--- src/rst_mgr_consts.svh ---
/*
 * Reset manager constants
 * Domain and leaf counts, synchronizer depth, hold times,
 * register map offsets and reset-cause bit positions
 */

`ifndef RST_MGR_CONSTS_SVH
`define RST_MGR_CONSTS_SVH

// Power domains, domain 0 is switchable
`define RST_DOMAINS      2
`define RST_AON_SEL      1

// Software controlled leaf resets in domain 0
`define RST_LEAVES       4

// Timing in clk_i cycles
`define RST_SYNC_STAGES  2
`define RST_POR_STRETCH  8
`define RST_MIN_HOLD     4

// Register port widths
`define RST_REG_ADDR_W   2
`define RST_REG_DATA_W   8

// Register offsets
`define RST_ADDR_INFO      0
`define RST_ADDR_REGWEN    1
`define RST_ADDR_LEAF_CTRL 2
`define RST_ADDR_SW_REQ    3

// Reset-cause log bits
`define RST_INFO_POR     0
`define RST_INFO_SW      1
`define RST_INFO_HW      2

`endif

--- src/rst_mgr_pkg.sv ---
/*
 * Reset manager types
 * Vector types for domains, leaves and the register port,
 * counter widths and the POR FSM encoding
 */

`include "rst_mgr_consts.svh"

package rst_mgr_pkg;

  // One bit per power domain, active low
  typedef logic [`RST_DOMAINS-1:0] domain_vec_t;

  // One bit per leaf reset
  typedef logic [`RST_LEAVES-1:0] leaf_vec_t;

  // Register port
  typedef logic [`RST_REG_ADDR_W-1:0] reg_addr_t;
  typedef logic [`RST_REG_DATA_W-1:0] reg_data_t;

  // Sticky cause flags, HW is the top bit
  typedef logic [`RST_INFO_HW:0] rst_info_t;

  // Counts up to the stretch length
  typedef logic [3:0] stretch_cnt_t;

  // Counts down from the minimum hold
  typedef logic [2:0] hold_cnt_t;

  // POR conditioning per domain
  typedef enum logic [1:0] {
    POR_HOLD  = 2'd0,
    POR_COUNT = 2'd1,
    POR_DONE  = 2'd2
  } por_state_e;

endpackage

--- src/rst_leaf_bank.sv ---
/*
 * Leaf reset bank
 * Gates the domain 0 system reset with per-leaf software control,
 * synchronizes each leaf and flags which leaves are in reset
 */

`timescale 1ns/1ps
`include "rst_mgr_consts.svh"

module rst_leaf_bank (
  input  logic                   clk_i,
  input  logic                   rst_ni,
  input  logic                   parent_n_i,
  input  rst_mgr_pkg::leaf_vec_t leaf_ctrl_n_i,
  output rst_mgr_pkg::leaf_vec_t leaf_rst_n_o,
  output rst_mgr_pkg::leaf_vec_t leaf_rst_en_o
);

  ////////////////////////////////////////
  // Leaf synchronizers
  ////////////////////////////////////////

  for (genvar i = 0; i < `RST_LEAVES; i++) begin : gen_leaf
    logic                        gated_n;
    logic [`RST_SYNC_STAGES-1:0] sync_q;

    // Control bit 0 holds this leaf in reset
    assign gated_n = parent_n_i & leaf_ctrl_n_i[i];

    // Leaves come out of reset in reset
    always_ff @(posedge clk_i or negedge rst_ni) begin
      if (!rst_ni) begin
        sync_q <= '0;
      end else begin
        sync_q <= {sync_q[`RST_SYNC_STAGES-2:0], gated_n};
      end
    end

    // Last stage drives the leaf
    assign leaf_rst_n_o[i] = sync_q[`RST_SYNC_STAGES-1];
  end

  ////////////////////////////////////////
  // Reset-asserted indications
  ////////////////////////////////////////

  // High while the matching leaf is held
  assign leaf_rst_en_o = ~leaf_rst_n_o;

endmodule

--- src/rst_mgr_top.sv ---
/*
 * Reset manager top level
 * POR conditioning, chained lc and sys source controllers, the
 * domain 0 leaf bank and the software register block
 */

`timescale 1ns/1ps
`include "rst_mgr_consts.svh"

module rst_mgr_top (
  input  logic                     clk_i,
  input  logic                     rst_ni,
  // Power-on resets, one per domain
  input  rst_mgr_pkg::domain_vec_t por_n_i,
  // Power manager requests and source resets
  input  rst_mgr_pkg::domain_vec_t pwr_lc_req_i,
  input  rst_mgr_pkg::domain_vec_t pwr_sys_req_i,
  output rst_mgr_pkg::domain_vec_t pwr_lc_src_n_o,
  output rst_mgr_pkg::domain_vec_t pwr_sys_src_n_o,
  // Register port
  input  logic                     reg_we_i,
  input  rst_mgr_pkg::reg_addr_t   reg_addr_i,
  input  rst_mgr_pkg::reg_data_t   reg_wdata_i,
  output rst_mgr_pkg::reg_data_t   reg_rdata_o,
  // Software reset request pulse
  output logic                     sw_rst_req_o,
  // Reset outputs
  output rst_mgr_pkg::domain_vec_t rst_por_n_o,
  output rst_mgr_pkg::leaf_vec_t   leaf_rst_n_o,
  output rst_mgr_pkg::leaf_vec_t   leaf_rst_en_o
);

  rst_mgr_pkg::leaf_vec_t leaf_ctrl_n;
  logic                   hw_req;

  // Any domain's sys request counts as a hardware cause
  assign hw_req = |pwr_sys_req_i;

  ////////////////////////////////////////
  // POR conditioning
  ////////////////////////////////////////

  rst_por_stretch u_por (
    .clk_i,
    .rst_ni,
    .por_n_i,
    .rst_por_n_o
  );

  ////////////////////////////////////////
  // Source resets
  ////////////////////////////////////////

  // lc follows POR, sys follows lc
  rst_src_ctrl u_lc_src (
    .clk_i,
    .rst_ni,
    .parent_n_i (rst_por_n_o),
    .req_i      (pwr_lc_req_i),
    .src_n_o    (pwr_lc_src_n_o)
  );

  rst_src_ctrl u_sys_src (
    .clk_i,
    .rst_ni,
    .parent_n_i (pwr_lc_src_n_o),
    .req_i      (pwr_sys_req_i),
    .src_n_o    (pwr_sys_src_n_o)
  );

  ////////////////////////////////////////
  // Leaves and registers
  ////////////////////////////////////////

  // Leaves live in domain 0
  rst_leaf_bank u_leaf (
    .clk_i,
    .rst_ni,
    .parent_n_i    (pwr_sys_src_n_o[0]),
    .leaf_ctrl_n_i (leaf_ctrl_n),
    .leaf_rst_n_o,
    .leaf_rst_en_o
  );

  rst_sw_regs u_regs (
    .clk_i,
    .rst_ni,
    .reg_we_i,
    .reg_addr_i,
    .reg_wdata_i,
    .reg_rdata_o,
    .por_aon_n_i   (rst_por_n_o[`RST_AON_SEL]),
    .hw_req_i      (hw_req),
    .leaf_ctrl_n_o (leaf_ctrl_n),
    .sw_rst_req_o
  );

endmodule

--- src/rst_por_stretch.sv ---
/*
 * POR conditioning
 * Synchronizes each domain's power-on reset, then stretches the
 * release; the switchable domain waits for the always-on domain
 */

`timescale 1ns/1ps
`include "rst_mgr_consts.svh"

module rst_por_stretch (
  input  logic                     clk_i,
  input  logic                     rst_ni,
  input  rst_mgr_pkg::domain_vec_t por_n_i,
  output rst_mgr_pkg::domain_vec_t rst_por_n_o
);

  // Release per domain before ordering
  rst_mgr_pkg::domain_vec_t por_done;

  for (genvar d = 0; d < `RST_DOMAINS; d++) begin : gen_domain
    logic [`RST_SYNC_STAGES-1:0] sync_q;
    logic                        por_sync;
    rst_mgr_pkg::por_state_e     state_q, state_d;
    rst_mgr_pkg::stretch_cnt_t   cnt_q, cnt_d;

    // Input synchronizer, clears to asserted
    always_ff @(posedge clk_i or negedge rst_ni) begin
      if (!rst_ni) begin
        sync_q <= '0;
      end else begin
        sync_q <= {sync_q[`RST_SYNC_STAGES-2:0], por_n_i[d]};
      end
    end

    assign por_sync = sync_q[`RST_SYNC_STAGES-1];

    ////////////////////////////////////////
    // Stretch FSM
    ////////////////////////////////////////

    always_comb begin
      state_d = state_q;
      cnt_d   = cnt_q;
      unique case (state_q)
        rst_mgr_pkg::POR_HOLD: begin
          // Start counting once the synced POR is high
          if (por_sync) begin
            state_d = rst_mgr_pkg::POR_COUNT;
            cnt_d   = '0;
          end
        end
        rst_mgr_pkg::POR_COUNT: begin
          if (!por_sync) begin
            state_d = rst_mgr_pkg::POR_HOLD;
          end else if (cnt_q == rst_mgr_pkg::stretch_cnt_t'(`RST_POR_STRETCH - 1)) begin
            state_d = rst_mgr_pkg::POR_DONE;
          end else begin
            cnt_d = cnt_q + 1'b1;
          end
        end
        rst_mgr_pkg::POR_DONE: begin
          // Any new low restarts the whole sequence
          if (!por_sync) state_d = rst_mgr_pkg::POR_HOLD;
        end
        default: state_d = rst_mgr_pkg::POR_HOLD;
      endcase
    end

    always_ff @(posedge clk_i or negedge rst_ni) begin
      if (!rst_ni) begin
        state_q <= rst_mgr_pkg::POR_HOLD;
        cnt_q   <= '0;
      end else begin
        state_q <= state_d;
        cnt_q   <= cnt_d;
      end
    end

    assign por_done[d] = (state_q == rst_mgr_pkg::POR_DONE);

    // No domain is released ahead of aon
    assign rst_por_n_o[d] = por_done[d] & por_done[`RST_AON_SEL];
  end

endmodule

--- src/rst_src_ctrl.sv ---
/*
 * Source reset controller
 * Per domain, asserts on a low parent or a power manager request
 * and holds the reset for a minimum number of cycles after both clear
 */

`timescale 1ns/1ps
`include "rst_mgr_consts.svh"

module rst_src_ctrl (
  input  logic                     clk_i,
  input  logic                     rst_ni,
  input  rst_mgr_pkg::domain_vec_t parent_n_i,
  input  rst_mgr_pkg::domain_vec_t req_i,
  output rst_mgr_pkg::domain_vec_t src_n_o
);

  ////////////////////////////////////////
  // Per-domain hold logic
  ////////////////////////////////////////

  for (genvar d = 0; d < `RST_DOMAINS; d++) begin : gen_domain
    logic                   assert_req;
    rst_mgr_pkg::hold_cnt_t cnt_q;
    logic                   src_q;

    // Parent in reset or explicit request
    assign assert_req = !parent_n_i[d] || req_i[d];

    always_ff @(posedge clk_i or negedge rst_ni) begin
      if (!rst_ni) begin
        // Start as if a request had just cleared
        cnt_q <= rst_mgr_pkg::hold_cnt_t'(`RST_MIN_HOLD);
        src_q <= 1'b0;
      end else if (assert_req) begin
        // Reload the hold time on every asserting cycle
        cnt_q <= rst_mgr_pkg::hold_cnt_t'(`RST_MIN_HOLD);
        src_q <= 1'b0;
      end else begin
        // Count down the clear cycles
        if (cnt_q != '0) begin
          cnt_q <= cnt_q - 1'b1;
        end
        // Release only once the count is spent
        src_q <= (cnt_q == '0);
      end
    end

    assign src_n_o[d] = src_q;
  end

endmodule

--- src/rst_sw_regs.sv ---
/*
 * Reset manager registers
 * Leaf control behind a write-enable lock, software reset request
 * pulse and a sticky write-1-to-clear reset-cause log
 */

`timescale 1ns/1ps
`include "rst_mgr_consts.svh"

module rst_sw_regs (
  input  logic                   clk_i,
  input  logic                   rst_ni,
  input  logic                   reg_we_i,
  input  rst_mgr_pkg::reg_addr_t reg_addr_i,
  input  rst_mgr_pkg::reg_data_t reg_wdata_i,
  output rst_mgr_pkg::reg_data_t reg_rdata_o,
  input  logic                   por_aon_n_i,
  input  logic                   hw_req_i,
  output rst_mgr_pkg::leaf_vec_t leaf_ctrl_n_o,
  output logic                   sw_rst_req_o
);

  ////////////////////////////////////////
  // Write decode
  ////////////////////////////////////////

  logic wr_info;
  logic wr_regwen;
  logic wr_leaf;
  logic wr_sw_req;

  assign wr_info   = reg_we_i &&
                     (reg_addr_i == rst_mgr_pkg::reg_addr_t'(`RST_ADDR_INFO));
  assign wr_regwen = reg_we_i &&
                     (reg_addr_i == rst_mgr_pkg::reg_addr_t'(`RST_ADDR_REGWEN));
  assign wr_leaf   = reg_we_i &&
                     (reg_addr_i == rst_mgr_pkg::reg_addr_t'(`RST_ADDR_LEAF_CTRL));
  assign wr_sw_req = reg_we_i &&
                     (reg_addr_i == rst_mgr_pkg::reg_addr_t'(`RST_ADDR_SW_REQ));

  ////////////////////////////////////////
  // Control registers
  ////////////////////////////////////////

  logic                   regwen_q;
  rst_mgr_pkg::leaf_vec_t leaf_ctrl_q;
  logic                   sw_req_q;

  always_ff @(posedge clk_i or negedge rst_ni) begin
    if (!rst_ni) begin
      regwen_q    <= 1'b1;
      leaf_ctrl_q <= '1;
      sw_req_q    <= 1'b0;
    end else begin
      // Lock is one-way until the next reset
      if (wr_regwen && !reg_wdata_i[0]) begin
        regwen_q <= 1'b0;
      end
      if (wr_leaf && regwen_q) begin
        leaf_ctrl_q <= reg_wdata_i[`RST_LEAVES-1:0];
      end
      // Single-cycle request towards the power manager
      sw_req_q <= wr_sw_req && reg_wdata_i[0];
    end
  end

  assign leaf_ctrl_n_o = leaf_ctrl_q;
  assign sw_rst_req_o  = sw_req_q;

  ////////////////////////////////////////
  // Reset-cause log
  ////////////////////////////////////////

  rst_mgr_pkg::rst_info_t info_q, info_set, info_clr;

  // Live cause sources
  always_comb begin
    info_set                = '0;
    info_set[`RST_INFO_POR] = !por_aon_n_i;
    info_set[`RST_INFO_SW]  = sw_req_q;
    info_set[`RST_INFO_HW]  = hw_req_i;
  end

  // W1C mask, set wins over clear
  assign info_clr = wr_info ? reg_wdata_i[`RST_INFO_HW:0] : '0;

  always_ff @(posedge clk_i or negedge rst_ni) begin
    if (!rst_ni) begin
      info_q <= '0;
    end else begin
      info_q <= (info_q & ~info_clr) | info_set;
    end
  end

  ////////////////////////////////////////
  // Read mux
  ////////////////////////////////////////

  always_comb begin
    reg_rdata_o = '0;
    unique case (reg_addr_i)
      rst_mgr_pkg::reg_addr_t'(`RST_ADDR_INFO):      reg_rdata_o = rst_mgr_pkg::reg_data_t'(info_q);
      rst_mgr_pkg::reg_addr_t'(`RST_ADDR_REGWEN):    reg_rdata_o = rst_mgr_pkg::reg_data_t'(regwen_q);
      rst_mgr_pkg::reg_addr_t'(`RST_ADDR_LEAF_CTRL): reg_rdata_o = rst_mgr_pkg::reg_data_t'(leaf_ctrl_q);
      // SW_REQ is write-only
      default: reg_rdata_o = '0;
    endcase
  end

endmodule

--- config.mk ---
export PLATFORM = sky130hd
export DESIGN_NAME = rst_mgr_top
export DESIGN_NICKNAME = d
export VERILOG_FILES = /design/src/rst_mgr_pkg.sv /design/src/rst_leaf_bank.sv /design/src/rst_mgr_top.sv /design/src/rst_por_stretch.sv /design/src/rst_src_ctrl.sv /design/src/rst_sw_regs.sv
export VERILOG_INCLUDE_DIRS = /design/src
export SDC_FILE = /design/constraint.sdc
export NUM_CORES = 1
export LEC_CHECK = 0
export ABC_CLOCK_PERIOD_IN_PS = 1700
export BUFFER_PORTS_ARGS = -buffer_cell sky130_fd_sc_hd__buf_4
export CAP_MARGIN = 20
export CELL_PAD_IN_SITES_DETAIL_PLACEMENT = 1
export CELL_PAD_IN_SITES_GLOBAL_PLACEMENT = 1
export CORE_ASPECT_RATIO = 0.8
export CORE_MARGIN = 2
export CORE_UTILIZATION = 39
export DETAILED_ROUTE_END_ITERATION = 8
export HOLD_SLACK_MARGIN = 0.03
export PLACE_DENSITY_LB_ADDON = 0.05
export SLEW_MARGIN = 20
export SYNTH_ARGS = -nofsm -noshare
export SYNTH_HDL_FRONTEND = slang
export SYNTH_HIERARCHICAL = 1
export SYNTH_SLANG_ARGS = --single-unit
--- constraint.sdc ---
create_clock -name clk_i -period 1.7 [get_ports clk_i]
set_input_delay 0.34 -clock clk_i [delete_from_list [all_inputs] [get_ports clk_i]]
set_output_delay 0.34 -clock clk_i [all_outputs]
set_load 0.05 [all_outputs]
**Yosys cells after proc, flatten, opt, wreduce, memory -nomap -nowiden**

Index checks and enable logic that the tools add are counted.

- Add/sub/neg operators: 6
- Eq/ne operators: 19
- Bitwise gates (word level): 9
- Mux-type cells: 32
- Reduce and logical (&&, ||, !) cells: 38

Operators with widths:

| operator | number |
|---|---|
| $mux 3 | 9 |
| $mux 4 | 6 |
| $mux 2 | 8 |
| $pmux 4 s2 | 2 |
| $logic_not 3->1 | 4 |
| $pmux 2 s3 | 2 |
| $pmux 4 s3 | 1 |
| $reduce_bool 2->1 | 6 |
| $reduce_bool 3->1 | 4 |
| $sub 3x1->3 const B | 4 |
| $add 4x1->4 const B | 2 |
| $eq 2x2->1 const B | 4 |
| $eq 4x3->1 const B | 2 |
| $ne 2x1->1 const B | 4 |
| $ne 2x2->1 const B | 4 |
| $reduce_and 4->1 | 2 |
| $logic_and 1x1->1 | 7 |
| $eq 2x1->1 const B | 3 |
| $logic_not 2->1 | 3 |
| $ne 3x3->1 const B | 2 |
| $reduce_and 3->1 | 2 |
| $and 1x1->1 | 5 |
| $logic_not 1->1 | 5 |
| $logic_or 1x1->1 | 4 |
| other kinds (6) | 9 |

- Bits of input ports: 19
- Logic and storage cells: 126
- Output and inout bits: 23
- Register bits: 49

**Longest topological paths before layout**

- Depth after elaboration: 6
- Depth in mapped cells: 6
- Mapped depth without buffers: 5

**Modules after synthesis**

The synthesis kept the hierarchy.

Modules (own cells, without submodules):

| module | area an instance (um^2) | cells an instance | instances |
|---|---|---|---|
| rst_src_ctrl | 395.4 | 38 | 2 |
| rst_por_stretch | 735.7 | 73 | 1 |
| rst_sw_regs | 499.2 | 42 | 1 |
| rst_leaf_bank | 270.3 | 20 | 1 |
| rst_mgr_top | 6.3 | 1 | 1 |

**Least setup slack after synthesis**

OpenSTA, ideal clock, no wires.

- Path type: reg2reg
- Start point: reg u_por.gen_domain[1].state_q[0]
- End point: reg u_lc_src.gen_domain[0].cnt_q[1]
- Cell stages (with the launch flop): 6
- Slack: -1.587 ns
- Clock period less this slack: 3.287 ns
- Library setup time: 0.095 ns
- Arrival time: 3.192 ns
- Required time: 1.605 ns
- Cells stage by stage: dfrtp_1 > clkbuf_1 > nor2b_1 > nor3b_1 > nand2b_1 > a211oi_1

- Cells in the longest elaborated chain, start to end: 5
- Elaborated cells on any way between the ends: 6
- Classes of those cells: eq/ne (1); mux (1); bitwise (1); reduce/logical (3)

Ends and longest elaborated chain:

| what | RTL line | RTL |
|---|---|---|
| start: declaration | rst_por_stretch.sv:23 | `rst_mgr_pkg::por_state_e state_q, state_d;` |
| start signal: assignment | rst_por_stretch.sv:71 | `state_q <= rst_mgr_pkg::POR_HOLD;` |
| start signal: assignment | rst_por_stretch.sv:74 | `state_q <= state_d;` |
| $eq 2x2->1 (*) | rst_por_stretch.sv:79 | `assign por_done[d] = (state_q == rst_mgr_pkg::POR_DONE);` |
| named net rst_por_n_o[1] | rst_mgr_top.sv:28 | `output rst_mgr_pkg::domain_vec_t rst_por_n_o,` |
| $and 1x1->1 (*) | rst_por_stretch.sv:82 | `` assign rst_por_n_o[d] = por_done[d] & por_done[`RST_AON_SEL]; `` |
| named net rst_por_n_o[0] | rst_mgr_top.sv:28 |  |
| $logic_not 1->1 (*) | rst_src_ctrl.sv:28 | `assign assert_req = !parent_n_i[d] \|\| req_i[d];` |
| $logic_or 1x1->1 (*) | rst_src_ctrl.sv:28 |  |
| $mux 3 / $reduce_bool 2->1 (equally long branches) | n/a |  |
| end signal: assignment | rst_src_ctrl.sv:33 | `` cnt_q <= rst_mgr_pkg::hold_cnt_t'(`RST_MIN_HOLD); `` |
| end signal: assignment | rst_src_ctrl.sv:37 | `` cnt_q <= rst_mgr_pkg::hold_cnt_t'(`RST_MIN_HOLD); `` |
| end signal: assignment | rst_src_ctrl.sv:42 | `cnt_q <= cnt_q - 1'b1;` |
| end: declaration | rst_src_ctrl.sv:24 | `rst_mgr_pkg::hold_cnt_t cnt_q;` |

Mark *: on every way through the listed nets, which the timed path passes. The rest lies on a longest branch.
A chain may end at the register's enable or synchronous reset.

**Worst setup path in the final report**

- Start point: reg u_por.gen_domain[0].state_q[0]
- End point: out rst_por_n_o[0]

- Cells in the longest elaborated chain, start to end: 2

Ends and longest elaborated chain:

| what | RTL line |
|---|---|
| start: declaration | rst_por_stretch.sv:23 |
| start signal: assignment | rst_por_stretch.sv:71 |
| start signal: assignment | rst_por_stretch.sv:74 |
| $eq 2x2->1 | rst_por_stretch.sv:79 |
| $and 1x1->1 | rst_por_stretch.sv:82 |
| end: declaration | rst_mgr_top.sv:28 |

No other way between the ends.

==> metrics.md <==
| Metric | Value |
|---|---|
| Clk pin slew, worst setup/hold paths | `0.08 ns` |
| Drt drc | `0` |
| Detail Route Antenna Nets | `0` |
| Footprint of the multi-input gates | `885.9 sq um` |
| Design Power | `2.090 mW` |
| Yosys reg bits | `49` |
| Initial antenna violation count | `0` |
| Status | `finished, final reports clean` |
| Clock root buffer | `clkbuf_8` |
| Crit-path max FO | `11` |
| Top-count cell post-synth | `dfrtp_1` |
| Cell variety after synth | `34` |
| Max_cap viols | `0` |
| Diodes inserted | `0` |
| EDFF count, synth | `0` |
| Final worst slack | `0.06741 ns` |
| Synth warnings | `6` |
| Clock skew | `~0.0054 ns` |
| Die outline area | `6538 sq um` |
| Slew @ Worst Pin | `0.6164 ns` |
| Detailed router's first-iteration violation count | `58` |
| Min Hold Slack | `0.05666 ns` |
| Port Buffer Count | `33` |
| Flop pwr share | `59.4%` |
| Unrepaired setup endpoints after global routing | `no` |
| Final Instance Area | `2653 sq um` |
| Fin util | `45.59%` |
| Mux contribution to synthesized area | `3.913%` |
| Clock Power Share | `31.4%` |
| CP Launch Type | `register` |
| DR pass1 iterations | `4` |
| Num CTS Buffers | `5` |
| Post-Synth Simple-Gate Area | `18.48%` |
| WL per Instance | `14.31 microns` |
| Area leader, netlist | `dfrtp_1` |
| Die X | `approximately 90 microns` |
| Hold-fix buffers at CTS | `0` |
| Sw Ratio | `25.26%` |
| Crit share post-route | `96.03%` |
| Xor/xnor share of the synthesized area | `about 1.5%` |
| FP Rows | `25` |
| Largest family of logic cells by synthesized area | `simple AND/OR/NAND/NOR gates` |
| CTS tree | `built` |
| RePlAce Congestion | `~0.74` |
| Synth Flop Type | `dfrtp_1` |
| Fillers | `678` |
| Number of global-route vias before repair | `1682` |
| Pwr/cell area | `787.9 nW/um^2` |
| Endpoints failing hold | `0` |
| First-pass GRT wire length | `approximately 7900 microns` |
| Clock period minus worst slack | `1.633 ns` |
| Post-synthesis sequential area ratio | `53.75%` |
| I/O Pins | `42` |
| Syn avg cell area | `10.86 sq um` |
| Max-slew violation count | `0` |
| Peak VDD IR | `approximately 0.00036 V` |
| Psw | `approximately 530 uW` |
| Asr flop ratio synth | `100.0%` |
| Die Y | `72.72 microns` |
| Crit path DAT | `1.29 ns` |
| Synthesized cell area | `2302 sq um` |
| Worst EP required | `1.36 ns` |
| Synth Area in Compound Gates | `7.609%` |
| Share of cells above drive strength 1 | `25.42%` |
| Gate power share | `9.2%` |
| All-Layer GR Usage | `15.21%` |
| Crit path capture type | `output port` |
| Mean number of vias per cell | `slightly below 5` |
| Setup violations, final | `0` |
| Vias | `1544` |
| Int Pwr | `1.562 mW` |
| Routed WL | `4595 microns` |
| Core ar. | `5818 sq um` |
| Synth top area share | `between 40% and 50%` |
| Sink Count | `a little under 50` |
| Most frequent cells after synthesis | `dfrtp_1, inv_1, nor2_1, nand3_1` |
| Max Fclk | `612.5 MHz` |
| Leak | `1.267 nW` |
| Clk_lat worst skew | `0.29 ns` |
| Initial Util | `39.57%` |
| Clock Path Buffers | `2` |
| Reg area | `approximately 1200 sq um` |
| Max_slew headroom | `58.91%` |
| Largest net degree at the start of global routing | `50` |
| Syn Inst Count | `212` |
| Htree depth | `2` |
| Dpl cell area | `around 2500 sq um` |
| Top cells by area, synth | `dfrtp_1, dfstp_2, ha_1` |
| Pre-CTS WS | `around 0.094 ns` |
| Final #Nets | `268` |
| Synth Area in Adders | `5.435%` |
| Class of the worst hold path | `in -> async` |
| Worst setup path class | `reg -> out` |
| Post-DP HPWL | `around 3400 microns` |
| Area added between synthesis and finish | `15.22%` |
| Total grt overflow | `0` |
==> power groups by stage <==
stage | Clock (mW) | Combinational, mW | Sequential [mW]
6_report | 0.656 | 0.192 | 1.24
5_1_grt | 0.731 | 0.217 | 1.25
4_1_cts | 0.697 | 0.191 | 1.24
3_5_place_dp | 0 | 0.190 | 1.26
3_3_place_gp | 0 | 0.181 | 1.26
2_1_floorplan | 0 | 0.128 | 1.25
==> final cells by class <==
| cell class | count | area share (%) |
|---|---|---|
| Sequential cell | 49 | 46.65 |
| Inverter | 19 | 2.689 |
| Timing Repair Buffer | 36 | 10.33 |
| Tap cell | 81 | 3.821 |
| Clock buffer | 6 | 2.736 |
| Multi-Input combinational cell | 128 | 33.40 |
| Clock inverter | 2 | 0.3774 |
==> cell families after synthesis <==
kind of cell / count (synthesis)
flip-flops: 49
adder cells (fa/ha/maj): 10
buffers and inverters: 38
other: 1
AO/OA/AOI/OAI: 27
multiplexers: 7
XOR/XNOR: 4
AND/OR/NAND/NOR: 76
==> state kept, by name, summed over array words and instances, names as in the netlist <==
signal                      flops
u_lc_src/gen_domain.cnt_q       6
u_lc_src/gen_domain.src_q       2
u_leaf/gen_leaf.sync_q          8
u_por/gen_domain.cnt_q          8
u_por/gen_domain.state_q        4
u_por/gen_domain.sync_q         4
u_regs/info_q                   3
u_regs/leaf_ctrl_n_o            4
u_regs/regwen_q                 1
u_regs/sw_rst_req_o             1
u_sys_src/gen_domain.cnt_q      6
u_sys_src/gen_domain.src_q      2
==> routing by layer <==
layer  GRT usage, %  part of all wire [%]  vias to the layer above
li1               -                     -                      743
met1          18.29                    44                      775
met2          28.11                    53                       24
met3          3.099                   2.7                        2
met4          4.615                  0.63                        0
met5              0                     0                        -
==> timing repair <==
item	in CTS	in global routing
buffers inserted	1	1
setup endpoints to repair	1	1
resized for setup	1	1
gates cloned	0	0
==> path summary, 6_finish.rpt <==
check / startpoint / to / slack [ns] / depth (start not counted)
setup / recovery: u_por/gen_domain[0].state_q[0]$_DFFE_PN0P_ / rst_por_n_o[0] / 0.07 / 2
hold / removal: rst_ni / u_por/gen_domain[1].cnt_q[2]$_DFFE_PN0P_ / 0.06 / 1
setup reg to reg: u_por/gen_domain[0].cnt_q[0]$_DFFE_PN0P_ / u_por/gen_domain[0].cnt_q[0]$_DFFE_PN0P_ / 0.08 / 4
hold reg to reg: u_leaf/gen_leaf[3].sync_q[0]$_DFF_PN0_ / u_leaf/gen_leaf[3].sync_q[1]$_DFF_PN0_ / 0.36 / 0
max in group asynchronous: rst_ni / u_por/gen_domain[0].cnt_q[3]$_DFFE_PN0P_ / 1.23 / 1
min in group clk_i: por_n_i[1] / u_por/gen_domain[1].sync_q[0]$_DFF_PN0_ / 0.15 / 1
==> stage by stage <==
| step | std cells | TNS, ns |
|---|---|---|
| 6_report | 321 | 0 |
| 5_1_grt | 321 | 0 |
| 4_1_cts | 320 | 0 |
| 3_5_place_dp | 311 | 0 |
| 3_3_place_gp | 311 | 0 |
| 2_1_floorplan | 215 | -0.6958 |
==> worst max-delay path, cell delays in order, from the launching register on <==
cell and delay (ns):
dfrtp_1 0.52, nor3b_4 0.29, buf_6 0.19
==> placed cells by master (no fill, tap or decap), types with 2 or more instances in the layout <==
master,netlist,routed
dfrtp_1,40,40
buf_4,12,35
inv_1,19,19
nor2_1,19,19
nand3_1,15,15
nand2b_1,12,12
ha_1,10,10
nand2_1,10,10
a21oi_1,9,9
dfstp_2,9,9
clkbuf_8,0,5
a211oi_1,4,4
xnor2_1,4,4
o31ai_1,4,4
and2_1,4,4
a31oi_1,4,4
mux2_4,4,4
conb_1,1,4
mux2i_1,3,3
clkinv_2,0,2
nor2b_1,3,2
or4b_1,2,2
and3b_2,1,2
nand3b_1,2,2
or4_1,2,2
Note: power is estimated with default switching activity, not from simulation.
